[config.mk]
export PLATFORM = sky130hd
export DESIGN_NAME = ntm_scalar_fixed_multiplier_flat
export DESIGN_NICKNAME = d
export VERILOG_FILES = /design/src/source/ntm_fixed_pkg.sv /design/src/source/ntm_fixed_stage_if.sv /design/src/source/ntm_scalar_fixed_multiplier.sv /design/src/flat_wrapper.sv
export VERILOG_INCLUDE_DIRS = /design/src /design/src/source
export SDC_FILE = /design/constraint.sdc
export NUM_CORES = 2
export LEC_CHECK = 0
export BUFFER_PORTS_ARGS = -buffer_cell sky130_fd_sc_hd__buf_2
export CAP_MARGIN = 0
export CELL_PAD_IN_SITES_DETAIL_PLACEMENT = 1
export CELL_PAD_IN_SITES_GLOBAL_PLACEMENT = 2
export CORE_MARGIN = 8
export CORE_UTILIZATION = 47
export CTS_CLUSTER_DIAMETER = 100
export DETAILED_ROUTE_END_ITERATION = 8
export PLACE_DENSITY_LB_ADDON = 0.1
export SYNTH_ARGS = -nofsm -noshare
export SYNTH_HDL_FRONTEND = slang
export SYNTH_SLANG_ARGS = --single-unit
[constraint.sdc]
create_clock -name CLK -period 2.5 [get_ports CLK]
set_input_delay 0.25 -clock CLK [delete_from_list [all_inputs] [get_ports CLK]]
set_output_delay 0.25 -clock CLK [all_outputs]
set_load 0.02 [all_outputs]
[src/source/ntm_fixed_defines.svh]
////////////////////////////////////////
// Q-format of the dot-product datapath
// Included by the package and by stages that shift by the fraction
////////////////////////////////////////

`ifndef NTM_FIXED_DEFINES_SVH
`define NTM_FIXED_DEFINES_SVH

// Total width of one fixed-point value, sign included
`define NTM_DATA_WIDTH 32

// Fraction bits, Q16.16 with the width above
`define NTM_FRAC_BITS 16

`endif

[src/source/ntm_fixed_pkg.sv]
////////////////////////////////////////
// Fixed-point types, limits and saturation helpers
////////////////////////////////////////

`default_nettype none

`include "ntm_fixed_defines.svh"

package ntm_fixed_pkg;

  // One operand, product or sum
  typedef logic signed [`NTM_DATA_WIDTH-1:0] fixed_t;
  // Full product or unsaturated sum
  typedef logic signed [2*`NTM_DATA_WIDTH-1:0] wide_t;

  // Accumulator control
  typedef enum logic {
    ACC_COLLECT,
    ACC_DELIVER
  } acc_state_t;

  // Range limits of fixed_t
  localparam fixed_t FIXED_MAX = {1'b0, {(`NTM_DATA_WIDTH-1){1'b1}}};
  localparam fixed_t FIXED_MIN = {1'b1, {(`NTM_DATA_WIDTH-1){1'b0}}};

  // High when the wide value is representable as fixed_t
  function automatic logic fixed_fits(input wide_t value);
    return (value <= wide_t'(FIXED_MAX)) && (value >= wide_t'(FIXED_MIN));
  endfunction

  // Clamp to the nearest limit when out of range
  function automatic fixed_t fixed_saturate(input wide_t value);
    if (value > wide_t'(FIXED_MAX)) return FIXED_MAX;
    if (value < wide_t'(FIXED_MIN)) return FIXED_MIN;
    return fixed_t'(value);
  endfunction

endpackage

`default_nettype wire

[src/source/ntm_fixed_stage_if.sv]
////////////////////////////////////////
// Product link from multiplier to accumulator
// Valid/ready, one product per transfer
////////////////////////////////////////

`timescale 1ns/100ps
`default_nettype none

interface ntm_fixed_stage_if;

  import ntm_fixed_pkg::*;

  // Handshake
  logic   valid;
  logic   ready;

  // Payload
  fixed_t data;
  // Product was clamped
  logic   overflow;
  // Closes the current vector
  logic   last;

  // Producer side, multiplier output
  modport source (
    output valid,
    output data,
    output overflow,
    output last,
    input  ready
  );

  // Consumer side, accumulator input
  modport sink (
    input  valid,
    input  data,
    input  overflow,
    input  last,
    output ready
  );

endinterface

`default_nettype wire

[src/source/ntm_scalar_fixed_multiplier.sv]
////////////////////////////////////////
// Fixed-point multiplier stage
// Truncated, saturated product of one operand pair per transfer
////////////////////////////////////////

`timescale 1ns/100ps
`default_nettype none

`include "ntm_fixed_defines.svh"

module ntm_scalar_fixed_multiplier (
  input  wire                   CLK,
  input  wire                   RST,

  // Operand pair in
  input  wire                   in_valid,
  output logic                  in_ready,
  input  wire ntm_fixed_pkg::fixed_t in_a,
  input  wire ntm_fixed_pkg::fixed_t in_b,
  input  wire                   in_last,

  // Product out
  ntm_fixed_stage_if.source     prod
);

  import ntm_fixed_pkg::*;

  ////////////////////////////////////////
  // Signals
  ////////////////////////////////////////

  // Arithmetic path
  wide_t  product_full;
  wide_t  product_shift;
  fixed_t product_sat;
  logic   product_ovf;

  // Input transfer this cycle
  logic   load;

  // Output register
  logic   valid_q;
  fixed_t data_q;
  logic   ovf_q;
  logic   last_q;

  ////////////////////////////////////////
  // Datapath
  ////////////////////////////////////////

  // Both operands sign-extended before multiply, no bits lost
  assign product_full  = wide_t'(in_a) * wide_t'(in_b);

  // Drop fraction bits, arithmetic shift floors toward minus infinity
  assign product_shift = product_full >>> `NTM_FRAC_BITS;

  // Clamp out-of-range results
  assign product_sat   = fixed_saturate(product_shift);
  assign product_ovf   = !fixed_fits(product_shift);

  ////////////////////////////////////////
  // Handshake
  ////////////////////////////////////////

  // Register empty, or draining this cycle
  assign in_ready = !valid_q || prod.ready;
  assign load     = in_valid && in_ready;

  always_ff @(posedge CLK or posedge RST) begin
    if (RST) begin
      valid_q <= 1'b0;
    end else if (load) begin
      valid_q <= 1'b1;
    end else if (prod.ready) begin
      // Held product taken, nothing new
      valid_q <= 1'b0;
    end
  end

  // Payload only moves on a load
  always_ff @(posedge CLK) begin
    if (load) begin
      data_q <= product_sat;
      ovf_q  <= product_ovf;
      last_q <= in_last;
    end
  end

  // Drive the link
  assign prod.valid    = valid_q;
  assign prod.data     = data_q;
  assign prod.overflow = ovf_q;
  assign prod.last     = last_q;

endmodule

`default_nettype wire

[src/flat_wrapper.sv]
// flat-port wrapper written by rule: the top's interface ports become plain ports
module ntm_scalar_fixed_multiplier_flat import ntm_fixed_pkg::*;
  (CLK, RST, in_valid, in_ready, in_a, in_b, in_last, prod_valid, prod_data, prod_overflow, prod_last, prod_ready);
  ntm_fixed_stage_if prod_i ();
  input  wire CLK;
  input  wire RST;
  input  wire in_valid;
  output logic in_ready;
  input  wire ntm_fixed_pkg::fixed_t in_a;
  input  wire ntm_fixed_pkg::fixed_t in_b;
  input  wire in_last;
  output wire logic [$bits(prod_i.valid)-1:0] prod_valid;
  output wire logic [$bits(prod_i.data)-1:0] prod_data;
  output wire logic [$bits(prod_i.overflow)-1:0] prod_overflow;
  output wire logic [$bits(prod_i.last)-1:0] prod_last;
  input wire logic [$bits(prod_i.ready)-1:0] prod_ready;
  assign prod_valid = prod_i.valid;
  assign prod_data = prod_i.data;
  assign prod_overflow = prod_i.overflow;
  assign prod_last = prod_i.last;
  assign prod_i.ready = prod_ready;
  ntm_scalar_fixed_multiplier u_core (.CLK(CLK), .RST(RST), .in_valid(in_valid), .in_ready(in_ready), .in_a(in_a), .in_b(in_b), .in_last(in_last), .prod(prod_i));
endmodule
==> flow_summary.json <==
{
  "critPathSlowestCell": "fa_2",
  "crit_type": "input pin to flop",
  "dr.pass1.iters": 7,
  "max_freq_ghz": 0.122,
  "critPathArrivalTime_ns": 8.25,
  "netlist_instances": 4022,
  "crit_top_cell": "fa_1",
  "overflow": 0,
  "start_kind": "input pin",
  "layout_min_cycle_time_ns": 8.23,
  "synth-edff-count": 34,
  "htree_levels": 2,
  "hpwl_mm": 107,
  "rsz0062_at_grt": "true",
  "synth_area_per_cell_sq_um": 9.39,
  "end_kind": "flop",
  "fp.dieArea_sq_um": 89600,
  "finalHoldViolCount": 0,
  "status": "finished with violations",
  "rows": 104,
  "io_pins": 105,
  "grt_pass1_vias": 34570,
  "start_util_pct": 47.2,
  "routedWlPerCell_um": 22.2,
  "finalWorstSetupSlack_ns": -5.73,
  "cts_buffers": 5,
  "skew_ns": 0.00202,
  "clock_path_buffers": 2,
  "die_w_um": 299,
  "cp_max_fo": 8,
  "violations": "setup timing",
  "area_growth_syn_to_layout_pct": 23.5,
  "clkSlewWorstSetupHoldPaths_ns": 0.06,
  "clock-sinks": 35,
  "antenna_left": 0,
  "via_count": 29155,
  "fin_nets": 5883,
  "routed_wl_mm": 125,
  "place_congestion": 0.906,
  "tightest_slew_ns": 0.546,
  "grt_max_degree": 35,
  "hold_class": "input pin to flop",
  "ys_async_sr_fraction_pct": 2.86,
  "synth_ff_type": "edfxtp_1",
  "maxSlewViolCount": 0,
  "netlist_area_sq_um": 37700,
  "ctsRootBufferMaster": "clkbuf_16",
  "synth_nets": 5352,
  "grt_use_total_pct": 27.6,
  "grt_pass1_wl_mm": 194,
  "synthDistinctLibCells": 74,
  "maxCapViolations": 0,
  "ys_seq_area_share_pct": 2.77,
  "pre_cts_slack_ns": -6.40,
  "via_per_inst": 5.19,
  "clock_latency_ns": 0.28,
  "synth_warnings": 0,
  "ys_ff_latch": 35,
  "cp_slowest_stage_delay_ns": 0.61,
  "setup_viol": 33,
  "io_buffers": 104,
  "coreArea_sq_um": 80000,
  "relSlewSlack_pct": 63.3,
  "tritoncts": "built",
  "drt_iter0_markers": 1094,
  "finalCritPeriodShare_pct": 329,
  "drc": 0,
  "drive_gt1_share_pct": 23.1,
  "critPathRequiredTime_ns": 2.52,
  "fp.dieH_um": 299,
  "antenna_found_initial": 2
}
[cell families (layout without fill, tap and decap cells)]
| logic type | count (synthesis) | in the layout | share of synthesized area, % |
|---|---|---|---|
| xor gates and xnor gates | 57 | 57 | 1.32 |
| other | 0 | 1 | 0 |
| DFF | 35 | 35 | 2.77 |
| muxes | 5 | 5 | 0.149 |
| adders and majority gates | 1261 | 1261 | 63.3 |
| buffers and inverters | 1160 | 1692 | 11.6 |
| and+or+nand+nor | 1260 | 1260 | 16.7 |
| AOI/OAI and AO/OA | 244 | 244 | 4.14 |
[layer usage]
metal	routed length, um	GRT usage (%)
met1	48000	33.2
met2	68900	52.9
met3	3010	1.49
met4	4650	7.74
met5	13	0
[synth_stat cells (21+ instances only)]
master | number | area, sq um
a21oi_1 | 95 | 475
and2_1 | 502 | 3140
clkbuf_1 | 215 | 807
edfxtp_1 | 34 | 1020
fa_1 | 1081 | 21600
ha_1 | 180 | 2250
inv_1 | 934 | 3510
nand2_1 | 559 | 2100
nand4_1 | 28 | 175
nor2_1 | 73 | 274
o21ai_0 | 36 | 180
xnor2_1 | 36 | 315
xor2_1 | 21 | 184
[worst max-delay path, delay by kind of cell]
kind            cells  cell delay (ns)
compound gates      5             0.96
mux                 1             0.22
fa+ha+maj           9             4.49
buf+inv            11             1.50
simple gates        6             0.78
[worst paths after layout]
path	slack, ns	end	start	cells after the start
worst max register to register	1.09	u_core.prod.data[4]$_SDFFCE_PN1P_	u_core.prod.valid$_DFFE_PP0P_	3
min in group asynchronous	0.35	u_core.prod.valid$_DFFE_PP0P_	RST	3
worst max-delay path	-5.73	u_core.prod.data[12]$_SDFFCE_PN1P_	in_b[10]	32
worst min-delay path	0.15	u_core.prod.last$_DFFE_PP_	in_last	1
worst min register to register	0.56	u_core.prod.valid$_DFFE_PP0P_	u_core.prod.valid$_DFFE_PP0P_	2
max in group asynchronous	2.06	u_core.prod.valid$_DFFE_PP0P_	RST	3
[registers in the layout, summed over array words and instances (netlist names)]
| name | count |
|---|---|
| u_core.prod.valid | 1 |
| u_core.prod.last | 1 |
| u_core.prod.overflow | 1 |
| u_core.prod.data | 32 |
[timing repair]
item	in CTS	in global routing
buffers inserted	46	26
pin swaps	122	150
hold buffers	1	0
hold endpoints to repair	1	0
gates resized for setup	266	245
cloned	1	11
endpoints found under the setup margin	33	33
[cells in the final DEF, fill, tap and decap left out, types with 18 or more instances in the layout]
master and instances:
nand2_1 551, buf_12 58, edfxtp_1 34, a21oi_2 37, a21oi_1 51, xnor2_1 33, and2_4 26, and2_1 478
ha_4 28, nand4_1 28, nor2_1 69, buf_4 520, inv_1 897, xor2_1 20, buf_2 50, fa_1 1008
a21o_1 18, ha_1 148, inv_2 33, buf_6 94, fa_2 73, o21ai_0 30
[final cells by class]
cell class	instances	area [sq um]
clock inverter	3	38.8
fill	9018	33400
timing repair buffer	750	6900
inverter	934	3520
sequential	35	1050
antenna	1	2.50
tap	1060	1330
multi-input combinational	2827	33700
clock buffer	5	125
[stage by stage]
| step | hold slack (ns) | utilization [%] | cell area, sq um | TNS [ns] | std cells |
|---|---|---|---|---|---|
| floorplan | -0.0213 | - | 37900 | -189.10 | 4022 |
| global placement | 0.0825 | 54.4 | 43600 | -204.59 | 5523 |
| detailed placement | 0.0868 | 54.4 | 43600 | -209.53 | 5523 |
| CTS | 0.147 | 56.6 | 45300 | -182.86 | 5577 |
| global route | 0.149 | 58.2 | 46600 | -194.87 | 5615 |
| finish | 0.146 | 58.2 | 46600 | -187.45 | 5615 |
Power is left out: the tool's default activity adds up to more than one toggle a clock period on the data nets, which glitch-free logic cannot reach.
