`config.mk`:
```
export PLATFORM = sky130hd
export DESIGN_NAME = ntm_fixed_accumulator_flat
export DESIGN_NICKNAME = d
export VERILOG_FILES = /design/src/source/ntm_fixed_pkg.sv /design/src/source/ntm_fixed_stage_if.sv /design/src/source/ntm_fixed_accumulator.sv /design/src/flat_wrapper.sv
export VERILOG_INCLUDE_DIRS = /design/src /design/src/source
export SDC_FILE = /design/constraint.sdc
export NUM_CORES = 1
export LEC_CHECK = 0
export BUFFER_PORTS_ARGS = -buffer_cell sky130_fd_sc_hd__clkbuf_2
export CAP_MARGIN = 20
export CORE_MARGIN = 3
export CORE_UTILIZATION = 50
export CTS_BUF_LIST = sky130_fd_sc_hd__clkbuf_8
export DETAILED_ROUTE_END_ITERATION = 12
export PLACE_DENSITY = 0.72
export SLEW_MARGIN = 20
export SYNTH_ARGS = -nofsm -noshare
export SYNTH_HDL_FRONTEND = slang
export SYNTH_SLANG_ARGS = --single-unit
export TNS_END_PERCENT = 30
```
`constraint.sdc`:
```
create_clock -name CLK -period 4.1 [get_ports CLK]
set_clock_uncertainty 0.2 [all_clocks]
set_input_delay 1.025 -clock CLK [delete_from_list [all_inputs] [get_ports CLK]]
set_output_delay 1.025 -clock CLK [all_outputs]
set_load 0.02 [all_outputs]
```
`src/source/ntm_fixed_defines.svh`:
```
////////////////////////////////////////
// Q-format of the dot-product datapath
// Included by the package and by stages that shift by the fraction
////////////////////////////////////////

`ifndef NTM_FIXED_DEFINES_SVH
`define NTM_FIXED_DEFINES_SVH

// Total width of one fixed-point value, sign included
`define NTM_DATA_WIDTH 32

// Fraction bits, Q16.16 with the width above
`define NTM_FRAC_BITS 16

`endif

```
`src/source/ntm_fixed_pkg.sv`:
```
////////////////////////////////////////
// Fixed-point types, limits and saturation helpers
////////////////////////////////////////

`default_nettype none

`include "ntm_fixed_defines.svh"

package ntm_fixed_pkg;

  // One operand, product or sum
  typedef logic signed [`NTM_DATA_WIDTH-1:0] fixed_t;
  // Full product or unsaturated sum
  typedef logic signed [2*`NTM_DATA_WIDTH-1:0] wide_t;

  // Accumulator control
  typedef enum logic {
    ACC_COLLECT,
    ACC_DELIVER
  } acc_state_t;

  // Range limits of fixed_t
  localparam fixed_t FIXED_MAX = {1'b0, {(`NTM_DATA_WIDTH-1){1'b1}}};
  localparam fixed_t FIXED_MIN = {1'b1, {(`NTM_DATA_WIDTH-1){1'b0}}};

  // High when the wide value is representable as fixed_t
  function automatic logic fixed_fits(input wide_t value);
    return (value <= wide_t'(FIXED_MAX)) && (value >= wide_t'(FIXED_MIN));
  endfunction

  // Clamp to the nearest limit when out of range
  function automatic fixed_t fixed_saturate(input wide_t value);
    if (value > wide_t'(FIXED_MAX)) return FIXED_MAX;
    if (value < wide_t'(FIXED_MIN)) return FIXED_MIN;
    return fixed_t'(value);
  endfunction

endpackage

`default_nettype wire

```
`src/source/ntm_fixed_stage_if.sv`:
```
////////////////////////////////////////
// Product link from multiplier to accumulator
// Valid/ready, one product per transfer
////////////////////////////////////////

`timescale 1ns/100ps
`default_nettype none

interface ntm_fixed_stage_if;

  import ntm_fixed_pkg::*;

  // Handshake
  logic   valid;
  logic   ready;

  // Payload
  fixed_t data;
  // Product was clamped
  logic   overflow;
  // Closes the current vector
  logic   last;

  // Producer side, multiplier output
  modport source (
    output valid,
    output data,
    output overflow,
    output last,
    input  ready
  );

  // Consumer side, accumulator input
  modport sink (
    input  valid,
    input  data,
    input  overflow,
    input  last,
    output ready
  );

endinterface

`default_nettype wire

```
`src/source/ntm_fixed_accumulator.sv`:
```
////////////////////////////////////////
// Saturating accumulator stage
// Sums one vector of products, holds the total until taken
////////////////////////////////////////

`timescale 1ns/100ps
`default_nettype none

module ntm_fixed_accumulator (
  input  wire                   CLK,
  input  wire                   RST,

  // Products in
  ntm_fixed_stage_if.sink       prod,

  // Finished sum out
  output logic                  out_valid,
  input  wire                   out_ready,
  output ntm_fixed_pkg::fixed_t out_data,
  output logic                  out_overflow
);

  import ntm_fixed_pkg::*;

  ////////////////////////////////////////
  // Signals
  ////////////////////////////////////////

  acc_state_t state;

  // Running total and sticky flag
  fixed_t sum_q;
  logic   ovf_q;

  // Start point for the next addition
  fixed_t sum_base;
  logic   ovf_base;

  // Adder path
  wide_t  sum_wide;
  fixed_t sum_next;
  logic   ovf_next;

  // Events
  logic   take;
  logic   delivered;

  ////////////////////////////////////////
  // Handshake
  ////////////////////////////////////////

  // Blocked while a result waits, except in the cycle it leaves
  assign prod.ready = (state == ACC_COLLECT) || out_ready;
  assign take       = prod.valid && prod.ready;
  assign delivered  = (state == ACC_DELIVER) && out_ready;

  ////////////////////////////////////////
  // Adder
  ////////////////////////////////////////

  // Fresh vector when the old result is leaving
  assign sum_base = (state == ACC_DELIVER) ? '0 : sum_q;
  assign ovf_base = (state == ACC_DELIVER) ? 1'b0 : ovf_q;

  // One guard bit is plenty, wide_t keeps it simple
  assign sum_wide = wide_t'(sum_base) + wide_t'(prod.data);
  assign sum_next = fixed_saturate(sum_wide);

  // Sticky over the vector, product and sum events alike
  assign ovf_next = ovf_base || prod.overflow || !fixed_fits(sum_wide);

  ////////////////////////////////////////
  // Control
  ////////////////////////////////////////

  always_ff @(posedge CLK or posedge RST) begin
    if (RST) begin
      state <= ACC_COLLECT;
      sum_q <= '0;
      ovf_q <= 1'b0;
    end else if (take) begin
      sum_q <= sum_next;
      ovf_q <= ovf_next;
      // Last product ends the vector
      state <= prod.last ? ACC_DELIVER : ACC_COLLECT;
    end else if (delivered) begin
      // Result gone, clear for the next vector
      sum_q <= '0;
      ovf_q <= 1'b0;
      state <= ACC_COLLECT;
    end
  end

  // Result outputs
  assign out_valid    = (state == ACC_DELIVER);
  assign out_data     = sum_q;
  assign out_overflow = ovf_q;

endmodule

`default_nettype wire

```
`src/flat_wrapper.sv`:
```
// flat-port wrapper written by rule: the top's interface ports become plain ports
module ntm_fixed_accumulator_flat import ntm_fixed_pkg::*;
  (CLK, RST, out_valid, out_ready, out_data, out_overflow, prod_valid, prod_data, prod_overflow, prod_last, prod_ready);
  ntm_fixed_stage_if prod_i ();
  input  wire CLK;
  input  wire RST;
  output logic out_valid;
  input  wire out_ready;
  output ntm_fixed_pkg::fixed_t out_data;
  output logic out_overflow;
  input wire logic [$bits(prod_i.valid)-1:0] prod_valid;
  input wire logic [$bits(prod_i.data)-1:0] prod_data;
  input wire logic [$bits(prod_i.overflow)-1:0] prod_overflow;
  input wire logic [$bits(prod_i.last)-1:0] prod_last;
  output wire logic [$bits(prod_i.ready)-1:0] prod_ready;
  assign prod_i.valid = prod_valid;
  assign prod_i.data = prod_data;
  assign prod_i.overflow = prod_overflow;
  assign prod_i.last = prod_last;
  assign prod_ready = prod_i.ready;
  ntm_fixed_accumulator u_core (.CLK(CLK), .RST(RST), .prod(prod_i), .out_valid(out_valid), .out_ready(out_ready), .out_data(out_data), .out_overflow(out_overflow));
endmodule
```
==> results.txt <==
* Reported max-cap violation count: 0
* Total Negative Setup Slacks: 0 ps
* Dominant combinational cell family by area after synthesis: compound AO/OA/AOI/OAI gates
- RSZ-0062 raised after global routing: no
- Walking the worst path, the cells encountered are clkbuf_2, ha_1, inv_1, fa_1, nand2b_1, a21o_1, a311oi_1, nor2_2, buf_4, o211ai_4, nor3_2, o21ba_1, buf_12, a221o_1.
- The number of pins exceeding their max-slew limit in the final report came to 0.
- Post-layout worst setup margin: 248 ps
- On the worst path, the slowest cell contributes a delay of 390 ps.
- TritonCTS built the clock tree.
- CTS clk-pin slew, worst paths: 70 ps
- Final setup violation count: 0
- Data arrival time at the worst-slack endpoint: 3820 ps
- IR analysis of the VDD net gives a maximum drop of 0.305 mV.
* Post-synthesis instance total: 425
- The die is 90.2 µm wide.
- Global-route wire length before repair: 16.2 mm
* Nets@finish: 566
- Standard cell area after detailed placement: 0.00400 mm²
- The run finished with clean final reports.
- The critical path is of the in -> reg type.
- Residual overflow from global routing: 0
- For this run, the number of Yosys warnings is 0.
- The final layout contains routed wiring with a total length of 9.50 mm.
* Number of iterations in the first detailed-routing pass: 5
- Number of antenna violations at the first check in global routing: 0
- H-Tree Depth: 2
- In this run, the clock network consumes 13.8% of the power.
- Of the total power, the share spent switching nets is 46.5%.
- The worst pin sits at a relative slew slack of 50.8%.
- After synthesis, the share of cell area in mux cells is 0.882%.
- Number of register bits inferred by synthesis: 34
* Mapped cell area: 0.00354 mm²
* Instance count after placement with tap cells included: 584
- Cell area after layout: 0.00415 mm²
* Pin count of the biggest net entering global routing: 35
* Via Count: 3499
- In the final layout, the share of cells above drive strength 1 is 23.2%.
- Registers are responsible for 21.4% of the overall power.
- CP Data Required Time: 4070 ps
- Average wire per cell in the routed design: 16.1 µm
* Placeable core region: 0.00683 mm²
- The initialized floorplan defines 30 standard-cell rows.
- The filler cells instantiated in the layout total 644.
- Standard cell with the maximum stage delay on the critical path: sky130_fd_sc_hd__fa_1
- Buffers added to address setup during post-CTS repair amount to 0.
- Die Height: 90.2 µm
* Sequential element share of the synthesized area: 24.0%
- At the placement stage, the worst setup path has a slack of -78.9 ps.
* Count of cell types in the netlist: 70
- Port Buffers: 72
- In this run the register-to-register setup slack is 260 ps.
* Via count normalized by instance count: 5.91
- At the end of routability-driven placement, the weighted congestion stood at 0.931.
- In this run, synthesis inferred 0 flip-flops with an integrated enable.
* Cell Pwr Density: 683 mW/mm²
* Leakage power summed over all cells: 1.98 nW
- Overall power after layout: 2.83 mW
* Max Clock Freq: 260 MHz
- Internal power comes to 1.52 mW.
- On the final layout, the worst hold slack is 301 ps.
* Switch Pwr: 1.32 mW
* Combinational fraction of design power: 64.8%
- Vias in the first global route: 3409
* Antenna violation net count after detailed routing: 0
- STA classifies the critical path endpoint as a flip-flop.
* Half-perimeter wire length of the detailed placement result: 7.27 mm
- Dividing the synthesized area by the synthesized cell count gives 8.34 µm².
- Of the total synthesized cell area, the portion taken by XOR and XNOR cells is 5.68%.
- Simple-gate portion of the synthesized area: 21.8%
- Inserted Clock Buffers: 5
* Total inserted antenna cells: 0
- Worst hold path type: reg -> reg
* Post-synth net total: 496
- Once the floorplan was initialized, standard cells occupied 51.9% of the core.
- For the finished layout, the period the worst path requires is 3850 ps.
- Transition time of the tightest slew-check pin: 734 ps
- Share of synthesized flip-flops with an asynchronous set or reset: 100%
- Buffer depth of the longest clock path: 2
- DRC viols: 0
- At the end of the flow the core is filled with cells to 60.8%.
- Cell Count, Final, Fillers Out: 592
* Total I/O pin count: 73
- Launching element type of the critical path: input port
- The clock reaches the later pin of the worst-skew pair after 280 ps.
* Post-route clock period utilization: 94.0%
* Adder and majority cell fraction of the synthesized area: 11.9%
* Final hold violations: 0
- In this run the clock root is driven by a sky130_fd_sc_hd__clkbuf_8.
- From synthesis to final layout, the design area changed by 17.1%.
- The clock net in this run drives a total of 34 sinks.
- The die covers 0.00814 mm².
- Global routing consumed, over all layers together, 23.6% of the routing resources.
* Main flop type after synthesis: sky130_fd_sc_hd__dfrtp_1
- Along the worst path, the maximum fanout reaches 18.
- Synth Area in Compound Gates: 30.7%
- Starting DRC count in detailed routing: 197
## cell usage in the layout (no fill, tap or decap), types with 3 or more instances in the layout
master,count
sky130_fd_sc_hd__buf_4,13
sky130_fd_sc_hd__xnor2_1,13
sky130_fd_sc_hd__nand4_1,6
sky130_fd_sc_hd__o21a_1,3
sky130_fd_sc_hd__nor3_1,9
sky130_fd_sc_hd__nand2_1,44
sky130_fd_sc_hd__clkbuf_2,72
sky130_fd_sc_hd__a21o_1,11
sky130_fd_sc_hd__nand2b_1,5
sky130_fd_sc_hd__nor2_1,15
sky130_fd_sc_hd__clkbuf_8,6
sky130_fd_sc_hd__a21oi_1,36
sky130_fd_sc_hd__nor2b_1,35
sky130_fd_sc_hd__a221o_1,18
sky130_fd_sc_hd__o211ai_1,8
sky130_fd_sc_hd__xor2_1,10
sky130_fd_sc_hd__nand3_1,13
sky130_fd_sc_hd__a211oi_1,5
sky130_fd_sc_hd__ha_1,32
sky130_fd_sc_hd__o21bai_1,4
sky130_fd_sc_hd__o21ai_0,30
sky130_fd_sc_hd__inv_1,10
sky130_fd_sc_hd__dfrtp_1,34
sky130_fd_sc_hd__a31oi_1,4
sky130_fd_sc_hd__and3_1,5
## power groups by stage
stage	logic [mW]	clock network (mW)	registers, mW
after CTS	1.82	0.396	0.607
final	1.84	0.390	0.608
after detailed placement	1.81	0	0.609
after floorplan	1.18	0	0.776
after global routing	2.01	0.413	0.633
after global placement	1.77	0	0.605
## cell families (layout without fill, tap and decap cells)
group,Yosys count,in the layout
AOI/OAI and AO/OA,152,152
and+or+nand+nor,147,147
DFF,34,34
adders and majority gates,33,33
buffers and inverters,33,104
xor gates and xnor gates,23,23
muxes,3,3
## sequential cells by signal, summed over array words and instances, names as in the netlist
signal / count
u_core.out_valid: 1
u_core.out_overflow: 1
u_core.out_data: 32
## worst paths after layout
| path | to | depth (start not counted) | start |
|---|---|---|---|
| min in group asynchronous | u_core.out_data[25]$_DFFE_PP0P_ | 3 | RST |
| min | u_core.out_data[20]$_DFFE_PP0P_ | 2 | u_core.out_data[20]$_DFFE_PP0P_ |
| max | u_core.out_data[5]$_DFFE_PP0P_ | 14 | prod_data[0] |
| max in group asynchronous | u_core.out_data[24]$_DFFE_PP0P_ | 3 | RST |
| min reg2reg | u_core.out_data[20]$_DFFE_PP0P_ | 2 | u_core.out_data[20]$_DFFE_PP0P_ |
| max reg2reg | u_core.out_data[5]$_DFFE_PP0P_ | 12 | u_core.out_valid$_DFFE_PP0P_ |
## synthesized netlist by cell type (2+ instances only)
cell type / instances / area [µm²]
sky130_fd_sc_hd__o21bai_1: 5 / 37.5
sky130_fd_sc_hd__o31ai_1: 2 / 15.0
sky130_fd_sc_hd__o311ai_1: 2 / 17.5
sky130_fd_sc_hd__nor2b_1: 35 / 219
sky130_fd_sc_hd__nand2b_1: 5 / 31.3
sky130_fd_sc_hd__nor3_1: 9 / 45.0
sky130_fd_sc_hd__and2_1: 3 / 18.8
sky130_fd_sc_hd__a31oi_1: 4 / 25.0
sky130_fd_sc_hd__a221o_1: 18 / 180
sky130_fd_sc_hd__nor2_1: 15 / 56.3
sky130_fd_sc_hd__ha_1: 32 / 400
sky130_fd_sc_hd__a21o_1: 11 / 82.6
sky130_fd_sc_hd__a21oi_1: 36 / 180
sky130_fd_sc_hd__buf_2: 10 / 50.1
sky130_fd_sc_hd__inv_1: 10 / 37.5
sky130_fd_sc_hd__and3_1: 5 / 31.3
sky130_fd_sc_hd__mux2i_1: 2 / 20.0
sky130_fd_sc_hd__nand3_1: 13 / 65.1
sky130_fd_sc_hd__xnor2_1: 13 / 114
sky130_fd_sc_hd__a21boi_0: 2 / 15.0
sky130_fd_sc_hd__o21ai_0: 30 / 150
sky130_fd_sc_hd__a211oi_1: 5 / 37.5
sky130_fd_sc_hd__dfrtp_1: 34 / 851
sky130_fd_sc_hd__nand2_1: 44 / 165
sky130_fd_sc_hd__clkbuf_1: 7 / 26.3
sky130_fd_sc_hd__xor2_1: 10 / 87.6
sky130_fd_sc_hd__a21oi_2: 2 / 17.5
sky130_fd_sc_hd__and4_1: 2 / 17.5
sky130_fd_sc_hd__o211ai_1: 8 / 60.1
sky130_fd_sc_hd__o21a_1: 3 / 22.5
sky130_fd_sc_hd__nand4_1: 6 / 37.5
sky130_fd_sc_hd__buf_6: 4 / 45.0
## timing repair
item / 4_1_cts / 5_1_grt
setup endpoints to repair: 0 / 10
gates resized for setup: 0 / 2
hold buffers: 0 / 0
## layout make-up
class                      count  area, µm²  share of cell area, %
multi-input combinational    358       2520                   60.7
tap                           96        120                   2.89
timing repair buffer          86        478                   11.5
clock inverter                 2       60.1                   1.45
inverter                      10       37.5                  0.904
clock buffer                   6       82.6                   1.99
sequential                    34        851                   20.5
## layer usage
layer  up-vias  track usage (%)  part of all wire (%)
met5         -                0                     0
met4         0             5.61                   1.5
met1      1631             32.9                    47
met3        14             4.60                   6.3
li1       1725                -                     -
met2       129             37.6                    45
## worst max-delay path: cells and delay by family
kind	cells	cell delay [ps]
buffers and inverters	4	460
AND/OR/NAND/NOR	3	450
adder cells (fa/ha/maj)	2	570
AO/OA/AOI/OAI	5	1300
Power figures use the tool's default switching activity.
